<file path="src/logic/clk_enables.sv">
// core clock enables
`timescale 1ns/1ps

module clk_enables (
	input  logic clk_sys,
	input  logic rst_n,
	output logic ce_24,
	output logic ce_32
);

	// ========================================
	// dividers
	// ========================================
	// modulo 4 for the 24 MHz domain
	logic [1:0] div_24;
	// modulo 3 for the 32 MHz domain
	logic [1:0] div_32;

	always_ff @(posedge clk_sys) begin
		if (!rst_n) begin
			div_24 <= 2'd0;
			div_32 <= 2'd0;
			ce_24  <= 1'b0;
			ce_32  <= 1'b0;
		end else begin
			div_24 <= div_24 + 2'd1;
			// wrap after count 2
			div_32 <= (div_32 == 2'd2) ? 2'd0 : div_32 + 2'd1;
			// pulse while the counter sits at zero
			ce_24  <= (div_24 == 2'd0);
			ce_32  <= (div_32 == 2'd0);
		end
	end

endmodule

</file>
<file path="config.mk">
export PLATFORM = sky130hd
export DESIGN_NAME = clk_enables
export DESIGN_NICKNAME = d
export VERILOG_FILES = /design/src/logic/clk_enables.sv
export SDC_FILE = /design/constraint.sdc
export NUM_CORES = 1
export LEC_CHECK = 0
export BUFFER_PORTS_ARGS = -buffer_cell sky130_fd_sc_hd__buf_2
export CORE_AREA = 2 2 39 41
export CTS_CLUSTER_DIAMETER = 200
export DETAILED_ROUTE_END_ITERATION = 12
export DIE_AREA = 0 0 41 43
export PLACE_DENSITY = 0.41
export REMOVE_ABC_BUFFERS = 1
export SYNTH_ARGS = -nofsm -noshare
export SYNTH_HDL_FRONTEND = slang
export SYNTH_SLANG_ARGS = --single-unit
</file>
<file path="constraint.sdc">
create_clock -name clk_sys -period 1.3 [get_ports clk_sys]
set_clock_uncertainty 0.2 [all_clocks]
set_input_delay 0.13 -clock clk_sys [delete_from_list [all_inputs] [get_ports clk_sys]]
set_output_delay 0.13 -clock clk_sys [all_outputs]
set_load 0.01 [all_outputs]
</file>
== Yosys cells after proc, flatten, opt, wreduce, memory -nomap -nowiden ==
Cells that the tools add are included.

* Bits in registers: 6
* Latch bits: 0
* Bits in writable memories: 0
* Memory bits (read-only): 0
* Bits of input ports: 2
* Output and inout port bits: 2
* Word-level logic and storage cells: 11
* Memories kept: 0

* Add/subtract/negate cells: 2
* $mul: 0
* Div/mod/pow operators: 0
* Order comparisons: 0
* Equal/unequal tests: 1
* Shift-type cells: 0
* Muxes and demuxes: 0
* Bitwise operators: 1
* Reduce and logical (&&, ||, !) cells: 3

{| class="wikitable"
|+ Operators with widths
! cell !! number
|-
| 2-bit by 1-bit adder with 2-bit output (second input constant) || 2
|-
| 2-bit logical NOT || 2
|-
| 2-bit equality test (second input constant) || 1
|-
| 2-bit OR reduction || 1
|-
| 1-bit inverter || 1
|}

== Longest topological paths before layout ==
Gate-level depths: netlist of the first run.

* Word-level depth: 2
* Depth in mapped cells: 3
* Mapped depth without buffers: 3

== Worst setup path after synthesis of the first run ==
No wires, ideal clock.

* Path type: reg2reg
* From: register div_32[0]
* To: register div_32[1]
* Library setup time: 116 ps
* Data arrival time: 804 ps
* Required time: 984 ps
* Slack: 180 ps
* Stages on the path, launching flop included: 4
* Buffers on the path: 0
* Clock period less this slack: 1120 ps
* Cells stage by stage: dfxtp_1 > inv_1 > ha_1 > and3b_1

* Word-level cells in the longest chain between the ends: 2
* Elaborated cells between the ends (all ways): 3
* Classes of those cells: add/sub (1); eq/ne (1); reduce/logical (1)

{| class="wikitable"
|+ Ends and longest elaborated chain
! what !! RTL line !! RTL
|-
| start: declaration || 17 || <nowiki>logic [1:0] div_32;</nowiki>
|-
| start signal: assignment || 28 || <nowiki>div_32 <= (div_32 == 2'd2) ? 2'd0 : div_32 + 2'd1;</nowiki>
|-
| 2-bit equality test || 28 ||
|-
| 2-bit OR reduction (no line) || n/a ||
|}

Several ways; a longest one is shown, not always the timed one.
A chain may end at the register's enable or synchronous reset.

== Worst setup path after layout of the first run ==
Ends and elaborated chain as after synthesis.

==> flow_metrics.py, run 1 <==
metrics = {
    "hold_path": {
        "min-delay-start": "div_24[0]$_SDFF_PN0_",
        "hold_end": "div_24[0]$_SDFF_PN0_",
        "hold_path.class": "reg2reg",
        "hold_depth": 1,
    },
    "floorplanning": {
        "fp-row-count": 14,
        "die_w_um": 41,
        "start_util_pct": 15.8,
        "die-area_um2": 1760,
        "die_y_um": 43,
        "coreArea_um2": 1380,
        "ios": 4,
    },
    "route": {
        "ant_nets": 0,
        "detailedRoute.firstPassIterationCount": 1,
        "drtIter0Drc": 0,
        "finalWirelength_um": 276,
        "drc_errors": 0,
        "wl_per_cell_um": 6.57,
        "routed-via-count": 130,
        "vias_per_cell": 3.10,
    },
    "timing": {
        "finalSetupTns_ns": 0,
        "post-route-min-period_ns": 1.16,
        "grt_setup_unrepaired": "no",
        "hold_ws_ns": 0.219,
        "max-slew-margin-rel_pct": 92.8,
        "tightestPinTransition_ns": 0.107,
        "setup_slack_ns": 0.140,
        "report.final.setup_viol": 0,
        "drv_slew": 0,
        "max_freq_mhz": 862,
        "hold_viol_final": 0,
        "fin_crit_sh_pct": 89.2,
    },
    "yosys": {
        "synth.cell_area_um2": 219,
        "ys_seq_elements": 6,
        "synthCells": 19,
        "synth_cell_types": 7,
        "ys_warn_count": 0,
        "syn-mean-instance-area_um2": 11.5,
        "ys_seq_area_share_pct": 54.9,
    },
    "cts": {
        "clock_sinks": 6,
        "cts_buffers": 3,
        "cts_buffer_depth": 2,
        "cts_tree": "built",
        "holdBufCountCts": 1,
        "insertion_delay_ns": 0.24,
        "post-cts-setup-buffers": 0,
        "cts_resized": 0,
        "htreeDepth": 1,
        "cts-root-buf": "clkbuf_4",
        "clk_pin_slew_ns": 0.05,
    },
    "setup_path": {
        "critPathArrivalTime_ns": 1.10,
        "startpoint": "div_32[0]$_SDFF_PP0_",
        "r2r_end": "div_32[1]$_SDFF_PP0_",
        "worstSetupEndpointType": "register",
        "startpoint_type": "register",
        "reg2reg_slack_ns": 0.14,
        "path_class": "reg2reg",
        "r2r_start": "div_32[0]$_SDFF_PP0_",
        "path_max_fanout": 2,
        "r2r_cells": 3,
        "critPathRequiredTime_ns": 1.24,
    },
    "layout": {
        "fin_area_um2": 287,
        "drive_gt1_share_pct": 26.9,
        "final_common_cell": "dfxtp_1",
        "fin_nets": 33,
        "n_antenna_cell": 0,
        "areaGrowthSynthToFinish_pct": 30.9,
        "most-common-layout-cells": "dfxtp_1, inv_1",
    },
    "grt": {
        "grtUsageTotal_pct": 4.73,
        "antenna_found_initial": 0,
        "grt_max_degree": 7,
        "grt_pass1_vias": 128,
        "grt_pass1_wl_um": 483,
        "grt_overflow": 0,
    },
    "run": {
        "drv_cap": 0,
    },
    "power": {
        "p_total_mw": 0.453,
        "leakage_nw": 0.135,
        "p_per_area_nw_per_um2": 1580,
        "irDropWorstVdd_uv": 609,
    },
    "outcome": {
        "status": "finished clean",
    },
    "placed_design": {
        "placed_area_um2": 254,
        "dp_hpwl_um": 194,
        "io_buffers": 3,
        "gp_congestion": 0.588,
        "dpl_worst_slack_ns": 0.146,
    },
}
## cells in the mapped netlist
library cell	number	area (um2)
inv_1	4	15.0
and3b_1	1	8.76
ha_1	3	37.5
and2_1	3	18.8
dfxtp_1	6	120
nor3b_2	1	12.5
nor2b_1	1	6.26
## area by class of cell
cell class | instances | area (um2)
inverters | 4 | 15.0
repair buffers | 4 | 25.0
well taps | 16 | 20.0
fillers | 153 | 1100
flip-flops and latches | 6 | 120
clock buffers | 3 | 22.5
multi-input cells | 9 | 83.8
## metrics by stage
stage / util, % / instances
2_1_floorplan: - / 19
3_3_place_gp: 18.4 / 38
3_5_place_dp: 18.4 / 38
4_1_cts: 20.7 / 42
5_1_grt: 20.7 / 42
6_report: 20.7 / 42
## worst max-delay path: stages, from the launching register on
cell and delay (ns):
dfxtp_1 0.34, inv_1 0.07, ha_1 0.28, and3b_1 0.17
## kinds of logic (layout without fill, tap and decap cells)
logic type                 after synthesis  count (layout)  share of synthesized area, %
and+or+nand+nor                          6               6                          21.1
DFF                                      6               6                          54.9
buffers and inverters                    4              11                          6.86
adders and majority gates                3               3                          17.1
## power by group
part           internal, mW  switching [mW]
clock                 0.104          0.0660
sequential            0.211          0.0103
combinational        0.0334          0.0276
total                 0.349           0.104
## flip-flops by register name, indices dropped and copies added (netlist names)
register and count:
ce_24 1, ce_32 1, div_24 2, div_32 2
## layer usage
metal	share of wire, %	routed length (um)	GRT usage, %
met1	49	136	5.18
met3	13	37	6.28
met2	37	102	5.00
met4	0	0	2.00
met5	0	0	0
## how the worst max path moves through the flow
stage	cells past startpoint	to	slack (ns)
after global routing	3	div_32[1]$_SDFF_PP0_	0.11
after detailed placement	3	div_32[1]$_SDFF_PP0_	0.15
final	3	div_32[1]$_SDFF_PP0_	0.14
after global placement	3	div_32[1]$_SDFF_PP0_	0.16
after CTS	3	div_32[1]$_SDFF_PP0_	0.14
after floorplan	3	div_32[1]$_SDFF_PP0_	0.18
Note: power is estimated with default switching activity, not from simulation.
==> inputs of run 2 (changes only) <==
Settings changed: CAP_MARGIN from default to 15, PLACE_DENSITY 0.41 to 0.34.
==> run 2 against run 1 <==
Net effect:
- power up 0.17%
- sequential power about the same
- utilization unchanged
- via count up 10%
- largest power group unchanged
==> flow_metrics.py, run 2 (same netlist as run 1, synthesis figures left out) <==
metrics = {
    "power": {
        "leakage_nw": 0.135,
        "p_per_area_nw_per_um2": 1580,
        "irDropWorstVdd_uv": 377,
        "p_total_mw": 0.454,
    },
    "timing": {
        "max_freq_mhz": 867,
        "hold_viol_final": 0,
        "tightestPinTransition_ns": 0.0998,
        "grt_setup_unrepaired": "no",
        "report.final.setup_viol": 0,
        "finalSetupTns_ns": 0,
        "max-slew-margin-rel_pct": 93.3,
        "drv_slew": 0,
        "fin_crit_sh_pct": 88.7,
        "hold_ws_ns": 0.217,
        "post-route-min-period_ns": 1.15,
    },
    "floorplanning": {
        "die_y_um": 43,
        "die-area_um2": 1760,
        "ios": 4,
        "fp-row-count": 14,
        "start_util_pct": 15.8,
        "coreArea_um2": 1380,
        "die_w_um": 41,
    },
    "route": {
        "routed-via-count": 143,
        "detailedRoute.firstPassIterationCount": 2,
        "vias_per_cell": 3.40,
        "finalWirelength_um": 295,
        "ant_nets": 0,
        "drtIter0Drc": 2,
        "wl_per_cell_um": 7.02,
        "drc_errors": 0,
    },
    "setup_path": {
        "worstSetupEndpointType": "register",
        "critPathArrivalTime_ns": 1.09,
        "startpoint_type": "register",
        "path_class": "reg2reg",
        "crit_slowest_cell": "dfxtp_1",
        "critPathRequiredTime_ns": 1.23,
        "path_max_fanout": 2,
        "path_cells": "inv_1 -> ha_1 -> and3b_1",
        "critPathMaxStageDelay_ns": 0.34,
    },
    "cts": {
        "cts-root-buf": "clkbuf_4",
        "clock_sinks": 6,
        "cts_buffers": 3,
        "post-cts-setup-buffers": 0,
        "htreeDepth": 1,
        "cts_resized": 0,
        "clk_pin_slew_ns": 0.04,
        "cts_tree": "built",
        "cts_buffer_depth": 2,
        "insertion_delay_ns": 0.24,
    },
    "layout": {
        "fin_nets": 33,
        "top_regs": "div_24 (2), div_32 (2)",
        "final_common_cell": "dfxtp_1",
        "n_antenna_cell": 0,
        "fin_area_um2": 287,
        "areaGrowthSynthToFinish_pct": 30.9,
        "most-common-layout-cells": "dfxtp_1, inv_1",
        "drive_gt1_share_pct": 26.9,
    },
    "placed_design": {
        "dp_hpwl_um": 220,
        "gp_congestion": 0.588,
        "placed_area_um2": 254,
        "io_buffers": 3,
    },
    "outcome": {
        "status": "finished clean",
    },
    "grt": {
        "antenna_found_initial": 0,
        "grtUsageTotal_pct": 6.24,
        "grt_pass1_vias": 141,
        "grt_pass1_wl_um": 579,
        "grt_max_degree": 7,
        "grt_overflow": 0,
    },
    "hold_path": {
        "hold_path.class": "reg2reg",
    },
    "run": {
        "drv_cap": 0,
    },
}
==> run 2: cell counts in the layout (fill, tap and decap cells not counted) <==
Identical to the previous run, type by type.
==> run 2: area by class of cell <==
type / count / area (um2)
fillers: 158 / 1100
flip-flops and latches: 6 / 120
multi-input cells: 9 / 83.8
repair buffers: 4 / 25.0
clock buffers: 3 / 22.5
well taps: 16 / 20.0
inverters: 4 / 15.0
==> run 2: path summary, 6_finish.rpt <==
check | start | endpoint | slack [ns] | depth (start not counted)
min reg2reg | div_24[0]$_SDFF_PN0_ | div_24[0]$_SDFF_PN0_ | 0.22 | 1
max reg2reg | div_32[0]$_SDFF_PP0_ | div_32[1]$_SDFF_PP0_ | 0.15 | 3
max | div_32[0]$_SDFF_PP0_ | div_32[1]$_SDFF_PP0_ | 0.15 | 3
min | div_24[0]$_SDFF_PN0_ | div_24[0]$_SDFF_PN0_ | 0.22 | 1
==> run 2: critical path: cells and delay by family, from the launching register on <==
kind	cells	cell delay [ns]
fa+ha+maj	1	0.27
buf+inv	1	0.07
simple gates	1	0.17
flops	1	0.34
==> run 2: routing by layer <==
layer  wire (um)  global-route usage, %
met1         119                   4.85
met4           9                   6.00
met3          54                   9.42
met2         111                   6.25
met5           0                      0
==> run 2: power breakdown <==
| part | internal, mW | switching [mW] | total, mW |
|---|---|---|---|
| registers | 0.211 | 0.0105 | 0.222 |
| logic | 0.0340 | 0.0289 | 0.0628 |
| clock network | 0.104 | 0.0648 | 0.169 |
==> run 2: repair_timing <==
action | CTS | global route
hold endpoints to repair | 6 | 0
endpoints found under the setup margin | 0 | 0
hold buffers | 1 | 0
==> run 2: metrics by stage <==
step | instances | setup WS, ns | utilization (%)
after floorplan | 19 | 0.180 | -
after global placement | 38 | 0.166 | 18.4
after detailed placement | 38 | 0.143 | 18.4
after CTS | 42 | 0.139 | 20.7
after global routing | 42 | 0.0812 | 20.7
final | 42 | 0.147 | 20.7
