==> config.mk <==
export PLATFORM = sky130hd
export DESIGN_NAME = joystick_router
export DESIGN_NICKNAME = d
export VERILOG_FILES = /design/src/logic/beeb_pkg.sv /design/src/logic/joystick_router.sv
export SDC_FILE = /design/constraint.sdc
export NUM_CORES = 1
export LEC_CHECK = 0
export ABC_AREA = 1
export BUFFER_PORTS_ARGS = -buffer_cell sky130_fd_sc_hd__buf_2
export CAP_MARGIN = 20
export CORE_UTILIZATION = 25
export DETAILED_ROUTE_END_ITERATION = 10
export GPL_ROUTABILITY_DRIVEN = 0
export GPL_TIMING_DRIVEN = 0
export PLACE_DENSITY = 0.81
export SLEW_MARGIN = 20
export SYNTH_ARGS = -nofsm -noshare
export SYNTH_HDL_FRONTEND = slang
export SYNTH_SLANG_ARGS = --single-unit
==> constraint.sdc <==
create_clock -name vclk -period 0.8
set_input_delay 0 -clock vclk [all_inputs]
set_output_delay 0 -clock vclk [all_outputs]
set_load 0.05 [all_outputs]
==> src/logic/beeb_pkg.sv <==
// bbc micro host shared types
package beeb_pkg;

	// ========================================
	// memory sizes
	// ========================================
	// physical rom slots, 16 KB each
	localparam int ROM_SLOTS      = 14;
	localparam int ROM_SLOT_WORDS = 8192;
	localparam int ROM_WORDS      = ROM_SLOTS * ROM_SLOT_WORDS;
	localparam int ROM_AW         = 17;
	// main, shadow, sideways and fs ram
	localparam int RAM_BYTES      = 212992;
	localparam int RAM_AW         = 18;

	// ========================================
	// core memory bus
	// ========================================
	// bit 18 high selects the ram region
	typedef struct packed {
		logic              region;
		logic [RAM_AW-1:0] byte_addr;
	} ram_view_t;

	// rom side splits into 16 banks of 16 KB
	typedef struct packed {
		logic        region;
		logic [1:0]  grp;
		logic [1:0]  idx;
		logic [13:0] offset;
	} rom_view_t;

	typedef union packed {
		ram_view_t ram;
		rom_view_t rom;
	} mem_addr_t;

	typedef struct packed {
		logic       we_n;
		mem_addr_t  addr;
		logic [7:0] wdata;
	} mem_req_t;

	// host loader word, even byte in the upper half
	typedef struct packed {
		logic              wr;
		logic [ROM_AW-1:0] addr;
		logic [15:0]       data;
	} rom_load_t;

	// ========================================
	// input devices
	// ========================================
	// ps/2 packet with the toggle strobe on top
	typedef struct packed {
		logic       strobe;
		logic [7:0] y_mov;
		logic [7:0] x_mov;
		logic [1:0] ovf;
		logic       y_sign;
		logic       x_sign;
		logic [1:0] pad;
		logic [1:0] btn;
	} mouse_pkt_t;

	typedef struct packed {
		logic signed [7:0] y;
		logic signed [7:0] x;
	} axis_pair_t;

	// one analog port as the core sees it
	typedef struct packed {
		logic [11:0] x;
		logic [11:0] y;
		logic        fire_n;
	} beeb_joy_t;

	typedef struct packed {
		logic model_m128;
		logic mouse_off;
		logic swap_joy;
	} host_cfg_t;

	typedef struct packed {
		logic       hit;
		logic [3:0] slot;
	} rom_slot_t;

	// logical bank to physical slot, per model
	function automatic rom_slot_t rom_slot_of(input logic model_m128, input logic [3:0] bank);
		rom_slot_t r;
		r.hit  = 1'b1;
		r.slot = 4'd0;
		case ({model_m128, bank})
			// model b: os, mmfs, ram master, basic 2
			5'b0_0100: r.slot = 4'd0;
			5'b0_1000: r.slot = 4'd1;
			5'b0_1110: r.slot = 4'd2;
			5'b0_1111: r.slot = 4'd3;
			// master 128 set
			5'b1_0010: r.slot = 4'd4;
			5'b1_0011: r.slot = 4'd5;
			5'b1_0100: r.slot = 4'd6;
			5'b1_1001: r.slot = 4'd7;
			5'b1_1010: r.slot = 4'd8;
			5'b1_1011: r.slot = 4'd9;
			5'b1_1100: r.slot = 4'd10;
			5'b1_1101: r.slot = 4'd11;
			5'b1_1110: r.slot = 4'd12;
			5'b1_1111: r.slot = 4'd13;
			// empty sockets
			default:   r.hit  = 1'b0;
		endcase
		return r;
	endfunction

endpackage

==> src/logic/joystick_router.sv <==
// joystick to core port routing
`timescale 1ns/1ps

module joystick_router (
	input  beeb_pkg::axis_pair_t pos,
	input  logic                 emu_on,
	input  logic                 emu_fire,
	input  beeb_pkg::axis_pair_t joy1_axes,
	input  beeb_pkg::axis_pair_t joy2_axes,
	input  logic [15:0]          joy1_btn,
	input  logic [15:0]          joy2_btn,
	input  logic                 swap_joy,
	output logic                 joy1_active,
	output beeb_pkg::beeb_joy_t  joy_a,
	output beeb_pkg::beeb_joy_t  joy_b
);

	beeb_pkg::axis_pair_t sel_a;
	logic                 fire_a;
	beeb_pkg::beeb_joy_t  src_a;
	beeb_pkg::beeb_joy_t  src_b;

	// signed centre to the core's inverted offset-binary axis
	// low nibble repeats the top to fill 12 bits
	function automatic logic [11:0] beeb_axis(input logic [7:0] v);
		logic [7:0] u;
		u = 8'hff - {~v[7], v[6:0]};
		return {u, u[7:4]};
	endfunction

	// ========================================
	// source a
	// ========================================
	// any button press hands port a back to the pad
	assign joy1_active = |joy1_btn;

	assign sel_a  = emu_on ? pos : joy1_axes;
	assign fire_a = emu_on ? emu_fire : joy1_btn[4];

	assign src_a.x      = beeb_axis(sel_a.x);
	assign src_a.y      = beeb_axis(sel_a.y);
	assign src_a.fire_n = ~fire_a;

	// ========================================
	// source b
	// ========================================
	assign src_b.x      = beeb_axis(joy2_axes.x);
	assign src_b.y      = beeb_axis(joy2_axes.y);
	assign src_b.fire_n = ~joy2_btn[4];

	// port swap
	assign joy_a = swap_joy ? src_b : src_a;
	assign joy_b = swap_joy ? src_a : src_b;

endmodule

## Word level (Yosys, flattened, before mapping)

Cells that the tools add are included.

- Mux-type cells: 4
- Add/sub/neg operators: 4
- Bitwise operators: 6
- Reduce and logical (&&, ||, !) cells: 1

Operators with widths:

| operator | number |
|---|---|
| 25-bit two-way mux | 2 |
| 8-bit subtractor, first input constant | 4 |
| 16-bit two-way mux | 1 |
| 16-bit OR reduction | 1 |
| 1-bit NOT | 6 |
| 1-bit two-way mux | 1 |

- Register bits after elaboration: 0
- Bits of input ports: 83
- Output and inout bits: 51
- Logic and storage cells: 15

## Depth between registers and ports, before layout

Gate-level depths: netlist of run 1.

- Depth in word-level cells: 4
- Mapped depth: 7
- Mapped depth without buffers: 5

## Least setup slack after synthesis of run 1

No wires, ideal clock.

- Path type: input to output
- Start: input port swap_joy
- End: output port joy_b[11] (netlist bit)
- Stages: 4
- Path buffers: 3
- Required time: 0.800 ns
- Arrival time: 1.842 ns
- Slack: -1.042 ns
- Cell sequence: buf_4 buf_2 o21ai_0 buf_4

RTL lines:

| what | RTL line | text |
|---|---|---|
| start: declaration | joystick_router.sv:12 | `input logic swap_joy,` |
| end: declaration | joystick_router.sv:15 | `output beeb_pkg::beeb_joy_t joy_b` |

==> flow_metrics.tcl, run 1 <==
set metrics [dict create \
    status "finished, violations left" \
    violations "DRC" \
    nClkBuffers 0 \
    grt_pass1_vias 1379 \
    postSynthCellCount 151 \
    p_int_uw 845 \
    regArea_sq_um 0 \
    start_util_pct 27.5 \
    min_period_over_period_pct 99.2 \
    hold_viol 0 \
    die_y_um 58.0 \
    pwr-share-seq_pct 0 \
    vias 1476 \
    cap_violations 0 \
    combPwrFrac_pct 100.0 \
    multi_input_area_sq_um 871 \
    worst-endpoint-arrival_ns 0.79 \
    clkPwrFrac_pct 0 \
    start_kind "input port" \
    crit_chain "buf_12 > buf_6 > nand2_4 > nand3_2 > o21ai_4 > buf_4 > buf_8" \
    crit_path_end "joy_b[11]" \
    area_growth_syn_to_layout_pct 168 \
    num_io_pins 134 \
    grt_first_pass_wirelength_mm 5.71 \
    yosysSeqAreaShare_pct 0 \
    syn_nets 234 \
    fin_tns_setup_ns 0 \
    cp-end-kind "primary output" \
    yosysMostFrequentCell "nand2_1" \
    hpwl_mm 2.67 \
    cpPeakStageDelay_ns 0.15 \
    vdd_ir_drop_max_mv 0.762 \
    synth_top_area_share_pct 20.6 \
    die_area_sq_um 3360 \
    tightest_slew_ns 0.252 \
    grt_max_degree 11 \
    dpl_cell_area_sq_um 1730 \
    routedWlPerCell_um 12.2 \
    maxSlewViolCount 0 \
    nFillCells 239 \
    grt_usage_pct 20.9 \
    ys.warnings.count 0 \
    synthTopCellsByCount "nand2_1 (43), nand3_1 (30), o21ai_0 (24), buf_4 (19)" \
    drtPass1Iterations 7 \
    antenna_found_initial 0 \
    drc_errors 8 \
    yosysUniqueCellTypes 12 \
    cp_max_fo 10 \
    drive_gt1_share_pct 74.6 \
    fmax_ghz 1.26 \
    yosys.area.top_type "nand2_1" \
    syn_area_per_cell_sq_um 5.19 \
    min_path_type "input port to primary output" \
    ant_nets 0 \
    synth_area_leaders "nand2_1 (21%), nand3_1 (19%), buf_4 (18%)" \
    swShare_pct 61.7 \
    vias_per_cell 4.87 \
    min_period_ns 0.794 \
    crit_required_ns 0.80 \
    first_iter_violations 62 \
    core_sq_um 2850 \
    wirelength_mm 3.71 \
    antenna_cells 0 \
    post-route-cell-area_sq_um 2100 \
    crit_path_top_delay_cell "buf_6" \
    synth_area_sq_um 783 \
    io_buffers 117 \
    leakage_uw 0.00109 \
    die_w_um 58.0 \
    setup_viol 0 \
    p_per_area_nw_per_um2 1050 \
    nets 357 \
    switchingPower_uw 1360 \
    postCtsHoldBufs 0 \
    critPathKind "input port to primary output" \
    slew_headroom_pct 83.3 \
    rows 19 \
    grt_setup_unrepaired "yes" \
    grt-ovfl-total 0 \
    critPathLaunch "emu_on" \
    seq_cells 0 \
]
[cells in the final DEF (no fill, tap or decap)]
master / n
nand3_1: 18
buf_8: 9
nand2_4: 10
buf_16: 1
clkbuf_16: 1
o21ai_2: 11
inv_8: 1
buf_4: 21
buf_6: 30
o21ai_4: 12
nand2_1: 34
nand2_2: 9
o21ai_1: 7
buf_12: 3
nor2_1: 10
inv_12: 1
clkbuf_4: 4
nand3_2: 12
buf_2: 78
[worst min path at each step]
stage	startpoint	end	slack [ns]	cells past startpoint
detailed placement	joy2_axes[1]	joy_b[18]	0.34	3
global route	joy2_axes[1]	joy_b[18]	0.30	3
CTS	joy2_axes[1]	joy_b[18]	0.29	3
global placement	joy2_btn[4]	joy_b[0]	0.33	3
finish	joy2_axes[9]	joy_b[6]	0.29	3
floorplan	joy2_axes[14]	joy_b[3]	0.11	1
[cell type report]
| class | count | share of cell area, % |
|---|---|---|
| Buffer | 26 | 14.7 |
| Inverter | 2 | 1.31 |
| Multi-Input combinational cell | 123 | 41.5 |
| Tap cell | 31 | 1.85 |
| Timing Repair Buffer | 121 | 40.7 |
[power groups by stage]
stage | combinational, uW | sequential [uW] | clock, uW
after CTS | 2100 | 0 | 0
final | 2210 | 0 | 0
after floorplan | 1440 | 0 | 0
after detailed placement | 1890 | 0 | 0
after global placement | 1880 | 0 | 0
after global routing | 2310 | 0 | 0
[stage by stage]
stage	cells	total power (uW)	worst slack (ns)	hold slack, ns	utilization (%)
6_report	303	2210	0.00621	0.289	73.6
5_1_grt	303	2310	-0.0251	0.303	73.6
4_1_cts	301	2100	-0.0374	0.290	68.4
3_5_place_dp	299	1890	-0.167	0.337	60.6
3_3_place_gp	299	1880	-0.170	0.334	60.6
2_1_floorplan	151	1440	-0.198	0.107	-
[critical path, delay by kind of cell]
family	cells	cell delay, ns
buffers and inverters	4	0.53
AND/OR/NAND/NOR	2	0.17
AO/OA/AOI/OAI	1	0.08
[routing by layer]
metal / share of wire, % / track usage, % / up-vias
li1: - / - / 739
met1: 37 / 23.9 / 654
met2: 54 / 42.4 / 79
met3: 7.7 / 1.56 / 4
met4: 0.97 / 3.06 / 0
met5: 0 / 0 / -
[cells by family after synthesis]
family	count (synthesis)	synth area share, %
simple gates	93	52.6
buf+inv	28	28.3
compound gates	30	19.2
[repair_timing]
item,4_1_cts,5_1_grt
resized for setup,60,35
buffers inserted,1,1
endpoints found under the setup margin,39,32
gates cloned,1,1
(Power assumes the default switching activity.)
==> inputs of run 2 (changes only) <==
CELL_PAD_IN_SITES_DETAIL_PLACEMENT = 1   (was not set)
CELL_PAD_IN_SITES_GLOBAL_PLACEMENT = 2   (was not set)
CORE_UTILIZATION = 10   (was 25)
PLACE_DENSITY = 0.89   (was 0.81)
==> flow_metrics.tcl, run 2 (synthesis gave the netlist of run 1 again) <==
set metrics [dict create \
    rows 31 \
    fmax_ghz 1.24 \
    status "finished, violations left" \
    grt_max_degree 11 \
    critPathKind "input port to primary output" \
    p_per_area_nw_per_um2 1020 \
    die_w_um 90.5 \
    start_util_pct 10.6 \
    regArea_sq_um 0 \
    grt_usage_pct 11.3 \
    maxSlewViolCount 0 \
    area_growth_syn_to_layout_pct 189 \
    seq_cells 0 \
    io_buffers 117 \
    crit_required_ns 0.80 \
    drtPass1Iterations 2 \
    num_io_pins 134 \
    leakage_uw 0.00110 \
    grt-ovfl-total 0 \
    hpwl_mm 3.87 \
    utilization_pct 30.5 \
    grt_pass1_vias 1621 \
    cp_max_fo 10 \
    antenna_found_initial 0 \
    nets 356 \
    vdd_ir_drop_max_mv 0.304 \
    use_met2_pct 24.4 \
    core_sq_um 7410 \
    routedWlPerCell_um 13.6 \
    hold_viol 0 \
    mostFrequentLayoutCells "buf_2 (74), nand2_1 (29), buf_6 (26)" \
    finalPower_uw 2310 \
    vias_per_cell 4.08 \
    grt.busiest_layer "met2" \
    grt_first_pass_wirelength_mm 7.65 \
    min_path_type "input port to primary output" \
    cap_violations 0 \
    min_period_ns 0.807 \
    violations "setup timing" \
    holdWs_ns 0.291 \
    first_iter_violations 6 \
    min_period_over_period_pct 101 \
    setup_ws_ns -0.00677 \
    use_met3_pct 1.35 \
    die_y_um 90.5 \
    use_met1_pct 12.0 \
    slew_headroom_pct 83.0 \
    drc_errors 0 \
    setup_viol 1 \
    nClkBuffers 0 \
    die_area_sq_um 8190 \
    worst-endpoint-arrival_ns 0.81 \
    antenna_cells 0 \
    cp-end-kind "primary output" \
    drive_gt1_share_pct 75.3 \
    final_common_cell "buf_2" \
    vias 1509 \
    wirelength_mm 5.03 \
    start_kind "input port" \
    tightest_slew_ns 0.256 \
    grt_setup_unrepaired "yes" \
    ant_nets 0 \
]
run 2: cell count changes in the layout (fill, tap and decap cells not counted), sizes merged:
cell    change
clkbuf      -2
inv         +1
run 2: metrics by stage:
step	std cells	cell area (sq um)	setup slack [ns]	TNS [ns]
finish	370	2260	-0.00677	-0.00677
detailed placement	367	1810	-0.271	-4.28
CTS	369	2100	-0.0457	-0.151
floorplan	151	1100	-0.198	-2.67
global route	370	2260	-0.0307	-0.188
global placement	367	1810	-0.265	-4.00
run 2: worst paths after layout:
kind,startpoint,endpoint,slack (ns),cells past startpoint
max,emu_on,joy_b[22],-0.007,7
min,joy2_axes[11],joy_b[8],0.29,3
run 2: critical path, stage by stage:
cell and delay (ns):
buf_12 0.13, buf_12 0.15, nand2_2 0.08, nand3_2 0.10, o21ai_4 0.08, buf_6 0.12, buf_8 0.13
run 2: per-layer routing:
layer | routed length, um | up-vias | share of wire (%)
met5 | 0 | - | 0
met4 | 0 | 0 | 0
met3 | 312 | 0 | 6.2
met2 | 2850 | 76 | 57
met1 | 1860 | 696 | 37
li1 | - | 737 | -
run 2: area by class of cell:
type | count | area (sq um)
repair inverters | 1 | 8.76
multi-input cells | 123 | 910
inverters | 2 | 27.5
repair buffers | 119 | 852
well taps | 99 | 124
plain buffers | 26 | 339
fillers | 917 | 5150
run 2: where the power goes:
| group | switching [uW] | internal (uW) | leakage, uW |
|---|---|---|---|
| clock | 0 | 0 | 0 |
| combinational | 1420 | 889 | 0.00110 |
| sequential | 0 | 0 | 0 |
run 2: what timing repair did:
action	in CTS	in global routing
hold buffers	0	0
pin swaps	1	3
gates resized for setup	80	37
setup endpoints to repair	44	24
gates cloned	1	1
buffers inserted	1	0
