File: config.mk
export PLATFORM = sky130hd
export DESIGN_NAME = mouse_axis_emu
export DESIGN_NICKNAME = d
export VERILOG_FILES = /design/src/logic/beeb_pkg.sv /design/src/logic/mouse_axis_emu.sv
export SDC_FILE = /design/constraint.sdc
export NUM_CORES = 1
export LEC_CHECK = 0
export BUFFER_PORTS_ARGS = -buffer_cell sky130_fd_sc_hd__buf_4
export CELL_PAD_IN_SITES_DETAIL_PLACEMENT = 1
export CELL_PAD_IN_SITES_GLOBAL_PLACEMENT = 1
export CORE_MARGIN = 2
export CORE_UTILIZATION = 38
export CTS_CLUSTER_DIAMETER = 200
export DETAILED_ROUTE_END_ITERATION = 16
export HOLD_SLACK_MARGIN = 0.15
export PLACE_DENSITY = 0.88
export SLEW_MARGIN = 20
export SYNTH_ARGS = -nofsm -noshare
export SYNTH_HDL_FRONTEND = slang
export SYNTH_SLANG_ARGS = --single-unit
File: constraint.sdc
create_clock -name clk_sys -period 3.3 [get_ports clk_sys]
set_clock_uncertainty 0.2 [all_clocks]
set_input_delay 0 -clock clk_sys [delete_from_list [all_inputs] [get_ports clk_sys]]
set_output_delay 0 -clock clk_sys [all_outputs]
set_load 0.02 [all_outputs]
File: src/logic/beeb_pkg.sv
// bbc micro host shared types
package beeb_pkg;

	// ========================================
	// memory sizes
	// ========================================
	// physical rom slots, 16 KB each
	localparam int ROM_SLOTS      = 14;
	localparam int ROM_SLOT_WORDS = 8192;
	localparam int ROM_WORDS      = ROM_SLOTS * ROM_SLOT_WORDS;
	localparam int ROM_AW         = 17;
	// main, shadow, sideways and fs ram
	localparam int RAM_BYTES      = 212992;
	localparam int RAM_AW         = 18;

	// ========================================
	// core memory bus
	// ========================================
	// bit 18 high selects the ram region
	typedef struct packed {
		logic              region;
		logic [RAM_AW-1:0] byte_addr;
	} ram_view_t;

	// rom side splits into 16 banks of 16 KB
	typedef struct packed {
		logic        region;
		logic [1:0]  grp;
		logic [1:0]  idx;
		logic [13:0] offset;
	} rom_view_t;

	typedef union packed {
		ram_view_t ram;
		rom_view_t rom;
	} mem_addr_t;

	typedef struct packed {
		logic       we_n;
		mem_addr_t  addr;
		logic [7:0] wdata;
	} mem_req_t;

	// host loader word, even byte in the upper half
	typedef struct packed {
		logic              wr;
		logic [ROM_AW-1:0] addr;
		logic [15:0]       data;
	} rom_load_t;

	// ========================================
	// input devices
	// ========================================
	// ps/2 packet with the toggle strobe on top
	typedef struct packed {
		logic       strobe;
		logic [7:0] y_mov;
		logic [7:0] x_mov;
		logic [1:0] ovf;
		logic       y_sign;
		logic       x_sign;
		logic [1:0] pad;
		logic [1:0] btn;
	} mouse_pkt_t;

	typedef struct packed {
		logic signed [7:0] y;
		logic signed [7:0] x;
	} axis_pair_t;

	// one analog port as the core sees it
	typedef struct packed {
		logic [11:0] x;
		logic [11:0] y;
		logic        fire_n;
	} beeb_joy_t;

	typedef struct packed {
		logic model_m128;
		logic mouse_off;
		logic swap_joy;
	} host_cfg_t;

	typedef struct packed {
		logic       hit;
		logic [3:0] slot;
	} rom_slot_t;

	// logical bank to physical slot, per model
	function automatic rom_slot_t rom_slot_of(input logic model_m128, input logic [3:0] bank);
		rom_slot_t r;
		r.hit  = 1'b1;
		r.slot = 4'd0;
		case ({model_m128, bank})
			// model b: os, mmfs, ram master, basic 2
			5'b0_0100: r.slot = 4'd0;
			5'b0_1000: r.slot = 4'd1;
			5'b0_1110: r.slot = 4'd2;
			5'b0_1111: r.slot = 4'd3;
			// master 128 set
			5'b1_0010: r.slot = 4'd4;
			5'b1_0011: r.slot = 4'd5;
			5'b1_0100: r.slot = 4'd6;
			5'b1_1001: r.slot = 4'd7;
			5'b1_1010: r.slot = 4'd8;
			5'b1_1011: r.slot = 4'd9;
			5'b1_1100: r.slot = 4'd10;
			5'b1_1101: r.slot = 4'd11;
			5'b1_1110: r.slot = 4'd12;
			5'b1_1111: r.slot = 4'd13;
			// empty sockets
			default:   r.hit  = 1'b0;
		endcase
		return r;
	endfunction

endpackage

File: src/logic/mouse_axis_emu.sv
// mouse to analog joystick
`timescale 1ns/1ps

module mouse_axis_emu #(
	parameter int MOUSE_STEP_MAX = 10
) (
	input  logic                 clk_sys,
	input  logic                 rst_n,
	input  beeb_pkg::mouse_pkt_t mouse,
	input  logic                 joy1_active,
	input  logic                 reset_req,
	input  logic                 mouse_off,
	output beeb_pkg::axis_pair_t pos,
	output logic                 emu_on,
	output logic                 emu_fire
);

	// ========================================
	// limits
	// ========================================
	localparam logic signed [8:0] STEP_HI  = 9'(MOUSE_STEP_MAX);
	localparam logic signed [8:0] STEP_LO  = -STEP_HI;
	localparam logic signed [8:0] RANGE_HI = 9'sd127;
	localparam logic signed [8:0] RANGE_LO = -9'sd128;

	logic              stb_q;
	logic              emu_q;
	logic signed [7:0] pos_x_q;
	logic signed [7:0] pos_y_q;
	logic              pkt_new;
	logic              clear;
	logic signed [8:0] dx_raw;
	logic signed [8:0] dy_raw;
	logic signed [8:0] sum_x;
	logic signed [8:0] sum_y;

	// per-packet movement limit
	function automatic logic signed [8:0] clamp_step(input logic signed [8:0] v);
		if (v > STEP_HI)
			return STEP_HI;
		else if (v < STEP_LO)
			return STEP_LO;
		return v;
	endfunction

	// saturate back into one signed byte
	function automatic logic signed [7:0] clamp_range(input logic signed [8:0] v);
		if (v > RANGE_HI)
			return RANGE_HI[7:0];
		else if (v < RANGE_LO)
			return RANGE_LO[7:0];
		return v[7:0];
	endfunction

	// ========================================
	// movement
	// ========================================
	// sign bit from the status byte extends each count
	assign dx_raw = {mouse.x_sign, mouse.x_mov};
	assign dy_raw = {mouse.y_sign, mouse.y_mov};

	// screen y runs opposite to mouse y
	assign sum_x = pos_x_q + clamp_step(dx_raw);
	assign sum_y = pos_y_q - clamp_step(dy_raw);

	assign pkt_new = (stb_q != mouse.strobe);
	assign clear   = joy1_active || reset_req || mouse_off;

	// ========================================
	// accumulator
	// ========================================
	always_ff @(posedge clk_sys) begin
		if (!rst_n) begin
			// track the strobe so a stale level is no packet
			stb_q   <= mouse.strobe;
			emu_q   <= 1'b0;
			pos_x_q <= 8'sd0;
			pos_y_q <= 8'sd0;
		end else begin
			stb_q <= mouse.strobe;
			// real joystick or disable wins over a packet
			if (clear) begin
				emu_q   <= 1'b0;
				pos_x_q <= 8'sd0;
				pos_y_q <= 8'sd0;
			end else if (pkt_new) begin
				emu_q   <= 1'b1;
				pos_x_q <= clamp_range(sum_x);
				pos_y_q <= clamp_range(sum_y);
			end
		end
	end

	assign pos.x    = pos_x_q;
	assign pos.y    = pos_y_q;
	assign emu_on   = emu_q;
	// left or right button fires
	assign emu_fire = |mouse.btn;

endmodule

======== Yosys cells after proc, flatten, opt, wreduce, memory -nomap -nowiden ========
Cells that the tools add are included.
word-level totals
  register bits ........................... 18
  input bits .............................. 30
  word-level logic and storage cells ...... 46
cells by class
  $add $sub $neg .......................... 2
  $lt $le $gt $ge ......................... 8
  eq/ne operators ......................... 1
  muxes and demuxes ....................... 26
  bitwise operators ....................... 1
  reduce and logical (&&, ||, !) cells .... 4
operators by type and width
  kind                                                            number
  two-way mux 9 bit                                               6
  two-way mux 8 bit                                               6
  greater-than comparator 9 x 5 -> 1 bit (second input constant)  2
  greater-than comparator 9 x 8 -> 1 bit (second input constant)  2
  < comparator 9 x 5 -> 1 bit (second input constant)             2
  < comparator 9 x 8 -> 1 bit (second input constant)             2
  two-way mux 1 bit                                               14
  adder 8 x 9 -> 9 bit                                            1
  subtractor 8 x 9 -> 9 bit                                       1
  OR reduction 2 bit                                              2
  logical OR 1 bit                                                2
  inequality test 1 bit                                           1
  NOT 1 bit                                                       1

======== Logic depth before layout (Yosys ltp) ========
  depth after elaboration ................. 12
  gate-level depth with buffers ........... 14
  gate-level depth less buffers ........... 14

======== Worst setup path before layout ========
Ideal clock, no wire load.
  kind .................................... input to register
  start point ............................. input mouse[22] in the netlist's numbering
  end point ............................... register pos_y_q[0]
  setup time .............................. 0.129 ns
  data arrival time ....................... 2.376 ns
  path slack .............................. 0.595 ns
  stages on the path ...................... 12
  path buffers ............................ 0
  path through ............................ nor4_1 -> o21ai_0 -> nand2_1 -> nand2_1 -> or2_2 -> fa_1 -> nand2b_1 -> a21oi_1 -> o41a_1 -> xnor3_2 -> a21oi_2 -> a211oi_1
between the ends
  cells in the longest elaborated chain, start to end .. 12
RTL lines
  item                         line                  text
  start, declared              mouse_axis_emu.sv:9   input beeb_pkg::mouse_pkt_t mouse,
  < comparator 9 x 5 -> 1 bit  mouse_axis_emu.sv:41  else if (v < STEP_LO)
  two-way mux 1 bit            mouse_axis_emu.sv:41
  two-way mux 1 bit            mouse_axis_emu.sv:39  if (v > STEP_HI)
  two-way mux 9 bit *          mouse_axis_emu.sv:43  return v;
  subtractor 8 x 9 -> 9 bit *  mouse_axis_emu.sv:64  assign sum_y = pos_y_q - clamp_step(dy_raw);
  < comparator 9 x 8 -> 1 bit  mouse_axis_emu.sv:50  else if (v < RANGE_LO)
  two-way mux 1 bit            mouse_axis_emu.sv:50
  two-way mux 1 bit            mouse_axis_emu.sv:48  if (v > RANGE_HI)
  two-way mux 1 bit            mouse_axis_emu.sv:86  end else if (pkt_new) begin
  two-way mux 1 bit            mouse_axis_emu.sv:82  if (clear) begin
  two-way mux 1 bit            mouse_axis_emu.sv:73  if (!rst_n) begin
  two-way mux 8 bit *          mouse_axis_emu.sv:52  return v[7:0];
  end signal, assigned         mouse_axis_emu.sv:89  pos_y_q <= clamp_range(sum_y);
  end, declared                mouse_axis_emu.sv:29  logic signed [7:0] pos_y_q;
Mark *: on every way between the ends. The rest lies on a longest branch, timed or not. The select of a mux whose other input is x is not followed.
A chain may end at the register's enable or synchronous reset.

======== Worst setup path after layout ========
  start point ............................. input mouse[8] in the netlist's numbering
  end point ............................... register pos_x_q[0]
between the ends
  cells in the longest elaborated chain, start to end .. 12
RTL lines
  item                         line                  text
  < comparator 9 x 5 -> 1 bit  mouse_axis_emu.sv:41
  two-way mux 1 bit            mouse_axis_emu.sv:41
  two-way mux 1 bit            mouse_axis_emu.sv:39
  two-way mux 9 bit *          mouse_axis_emu.sv:43
  adder 8 x 9 -> 9 bit *       mouse_axis_emu.sv:63  assign sum_x = pos_x_q + clamp_step(dx_raw);
  < comparator 9 x 8 -> 1 bit  mouse_axis_emu.sv:50
  two-way mux 1 bit            mouse_axis_emu.sv:50
  two-way mux 1 bit            mouse_axis_emu.sv:48
  two-way mux 1 bit            mouse_axis_emu.sv:86
  two-way mux 1 bit            mouse_axis_emu.sv:82
  two-way mux 1 bit            mouse_axis_emu.sv:73
  two-way mux 8 bit *          mouse_axis_emu.sv:52
  end signal, assigned         mouse_axis_emu.sv:88  pos_x_q <= clamp_range(sum_x);
  end, declared                mouse_axis_emu.sv:28  logic signed [7:0] pos_x_q;
Marks and branches as above.

==> results.sh <==
export IMPL_leakage_nw=1.02
export IMPL_clk_latency_ns=0.26
export IMPL_fp_dieArea_mm2=0.00496
export IMPL_ir_worst_vdd_mv=0.141
export IMPL_cts_tree="done"
export IMPL_p_int_mw=0.420
export IMPL_status="completed"
export IMPL_synth_nets=251
export IMPL_grt_max_degree=19
export IMPL_cts_buffers=3
export IMPL_dr_pass1_iters=4
export IMPL_cts_buffer_depth=2
export IMPL_critPathMaxFanout=6
export IMPL_hold_path_class="in2reg"
export IMPL_path_class="in2reg"
export IMPL_grt_first_pass_wirelength_um=8570
export IMPL_h_tree_depth=1
export IMPL_crit_path_end_kind="flop"
export IMPL_seq_power_share_pct=36.7
export IMPL_placed_cell_area_mm2=0.00205
export IMPL_drive_gt1_share_pct=28.8
export IMPL_syn_avg_cell_area_um2=8.25
export IMPL_synth_cells=203
export IMPL_grt_pass1_vias=1904
export IMPL_p_comb_share_pct=32.1
export IMPL_fin_area_mm2=0.00228
export IMPL_final_antenna_net_count=0
export IMPL_powerDensity_mw_per_mm2=271
export IMPL_p_sw_mw=0.196
export IMPL_num_rows=24
export IMPL_slew_headroom_pct=59.8
export IMPL_syn_area_mm2=0.00168
export IMPL_drt_iter0_drc=53
export IMPL_async_flop_share_pct=0
export IMPL_setup_worst_path_start_class="input pin"
export IMPL_io_buffers=43
export IMPL_die_x_um=70.4
export IMPL_routedWlPerCell_um=16.5
export IMPL_multi_input_area_mm2=0.00128
export IMPL_placed_cells=292
export IMPL_final_cells=309
export IMPL_worstPathArrival_ns=3.13
export IMPL_hold_slack_ns=0.193
export IMPL_die_h_um=70.4
export IMPL_root_buffer="clkbuf_8"
export IMPL_gp_congestion=0.808
export IMPL_power_mw=0.616
export IMPL_finalNetCount=306
export IMPL_start_util_pct=39.0
export IMPL_maxCapViolCount=0
export IMPL_vias=1719
export IMPL_viasPerCell=5.56
export IMPL_clock_power_share_pct=31.2
export IMPL_antenna_found_initial=0
export IMPL_yosys_area_top_type="dfxtp_1"
export IMPL_final_common_cell="buf_4"
export IMPL_synthFlopType="dfxtp_1"
export IMPL_yosysWarnings=0
export IMPL_worstMarginPinSlew_ns=0.602
export IMPL_final_cell_mix="buf_4, o21ai_0, a21oi_1, dfxtp_1, ha_1"
export IMPL_grt_usage_pct=21.4
export IMPL_area_delta_synth_final_pct=35.8
export IMPL_synth_edff_count=0
export IMPL_fin_crit_sh_pct=96.0
export IMPL_swShare_pct=31.8
export IMPL_overflow=0
export IMPL_pin_count=48
export IMPL_cts_sinks=18
export IMPL_hold_viol=0
export IMPL_synth_top_cell_area_share_pct=21.5
export IMPL_regArea_um2=360
export IMPL_setup_viol=0
export IMPL_diodes=0
export IMPL_ys_types=44
export IMPL_dp_hpwl_um=3640
export IMPL_fin_crit_ns=3.17
export IMPL_drcViolationCount=0
export IMPL_max_freq_ghz=0.316
export IMPL_totalWireLength_um=5090
export IMPL_drv_slew=0
export IMPL_core_mm2=0.00429
export IMPL_nFillCells=522
export IMPL_cts_clk_slew_worst_paths_ns=0.07
export IMPL_ys_ff_latch=18
export IMPL_required_ns=3.26
export IMPL_synth_area_leaders="dfxtp_1, ha_1, o21ai_0, a21oi_1, xnor2_1"
export IMPL_ys_seq_area_share_pct=21.5
export IMPL_setup_tns_ns=0
## cell families (layout without fill, tap and decap cells)
| logic type | count (synthesis) | after routing | synth area share (%) |
|---|---|---|---|
| compound gates | 75 | 75 | 29.6 |
| fa+ha+maj | 22 | 22 | 16.7 |
| buf+inv | 22 | 76 | 5.00 |
| flops | 18 | 18 | 21.5 |
| xor+xnor | 19 | 19 | 12.4 |
| simple gates | 47 | 47 | 14.7 |
## state kept, by name (all words and copies together), names as in the netlist
signal and count:
emu_on 1, pos_x_q 8, stb_q 1, pos_y_q 8
## power by group through the flow
stage	registers [mW]	logic (mW)	clock network, mW
2_1_floorplan	0.235	0.111	0
4_1_cts	0.226	0.188	0.196
3_5_place_dp	0.231	0.177	0
5_1_grt	0.227	0.218	0.202
6_report	0.226	0.198	0.192
3_3_place_gp	0.231	0.168	0
## per-stage QoR
step | worst slack (ns) | util [%]
6_report | 0.132 | 53.0
2_1_floorplan | 0.595 | -
4_1_cts | 0.0426 | 51.7
5_1_grt | -0.0284 | 53.0
3_3_place_gp | 0.182 | 47.7
3_5_place_dp | 0.0794 | 47.7
## final timing paths
kind / cells after the start / startpoint / slack [ns] / end
setup / recovery: 16 / mouse[8] / 0.13 / pos_x_q[0]
hold / removal: 5 / mouse[5] / 0.19 / pos_y_q[7]
setup reg to reg: 9 / pos_y_q[0] / 0.51 / pos_y_q[1]
hold reg to reg: 2 / emu_on / 0.28 / emu_on
## per-layer routing
| layer | wire [um] | up-vias | GRT usage (%) |
|---|---|---|---|
| met3 | 216 | 13 | 3.61 |
| li1 | - | 846 | - |
| met2 | 2760 | 49 | 41.7 |
| met1 | 1970 | 811 | 22.0 |
| met5 | 0 | - | 0 |
| met4 | 141 | 0 | 8.97 |
## what timing repair did
action                                  4_1_cts  5_1_grt
endpoints found under the setup margin        0        8
gates resized for setup                       0       11
endpoints found under the hold margin        17        0
setup buffers                                 0        1
hold buffers                                 12        0
## synth_stat cells (6+ instances only)
| library cell | instances |
|---|---|
| nand2_1 | 12 |
| inv_1 | 14 |
| a21oi_1 | 22 |
| clkbuf_1 | 7 |
| dfxtp_1 | 18 |
| xnor2_1 | 10 |
| ha_1 | 16 |
| o21ai_0 | 25 |
| a21o_1 | 6 |
| nor2_1 | 9 |
| xor2_1 | 6 |
## area by class of cell
class / count / share of cell area (%)
inverters: 14 / 2.31
well taps: 52 / 2.86
flip-flops and latches: 18 / 15.8
clock buffers: 4 / 2.42
multi-input cells: 163 / 56.1
repair buffers: 58 / 20.5
## worst max-delay path: stages
cell           delay [ns]
dlygate4sd3_1        0.54
buf_4                0.14
a21o_1               0.17
nand2_1              0.09
a21oi_2              0.07
inv_1                0.08
and3_1               0.15
ha_1                 0.16
inv_1                0.06
fa_2                 0.35
and2b_2              0.25
o2111ai_4            0.14
a31oi_4              0.29
xnor2_4              0.20
a21oi_2              0.12
a221o_1              0.30
Note: power is estimated with default switching activity, not from simulation.
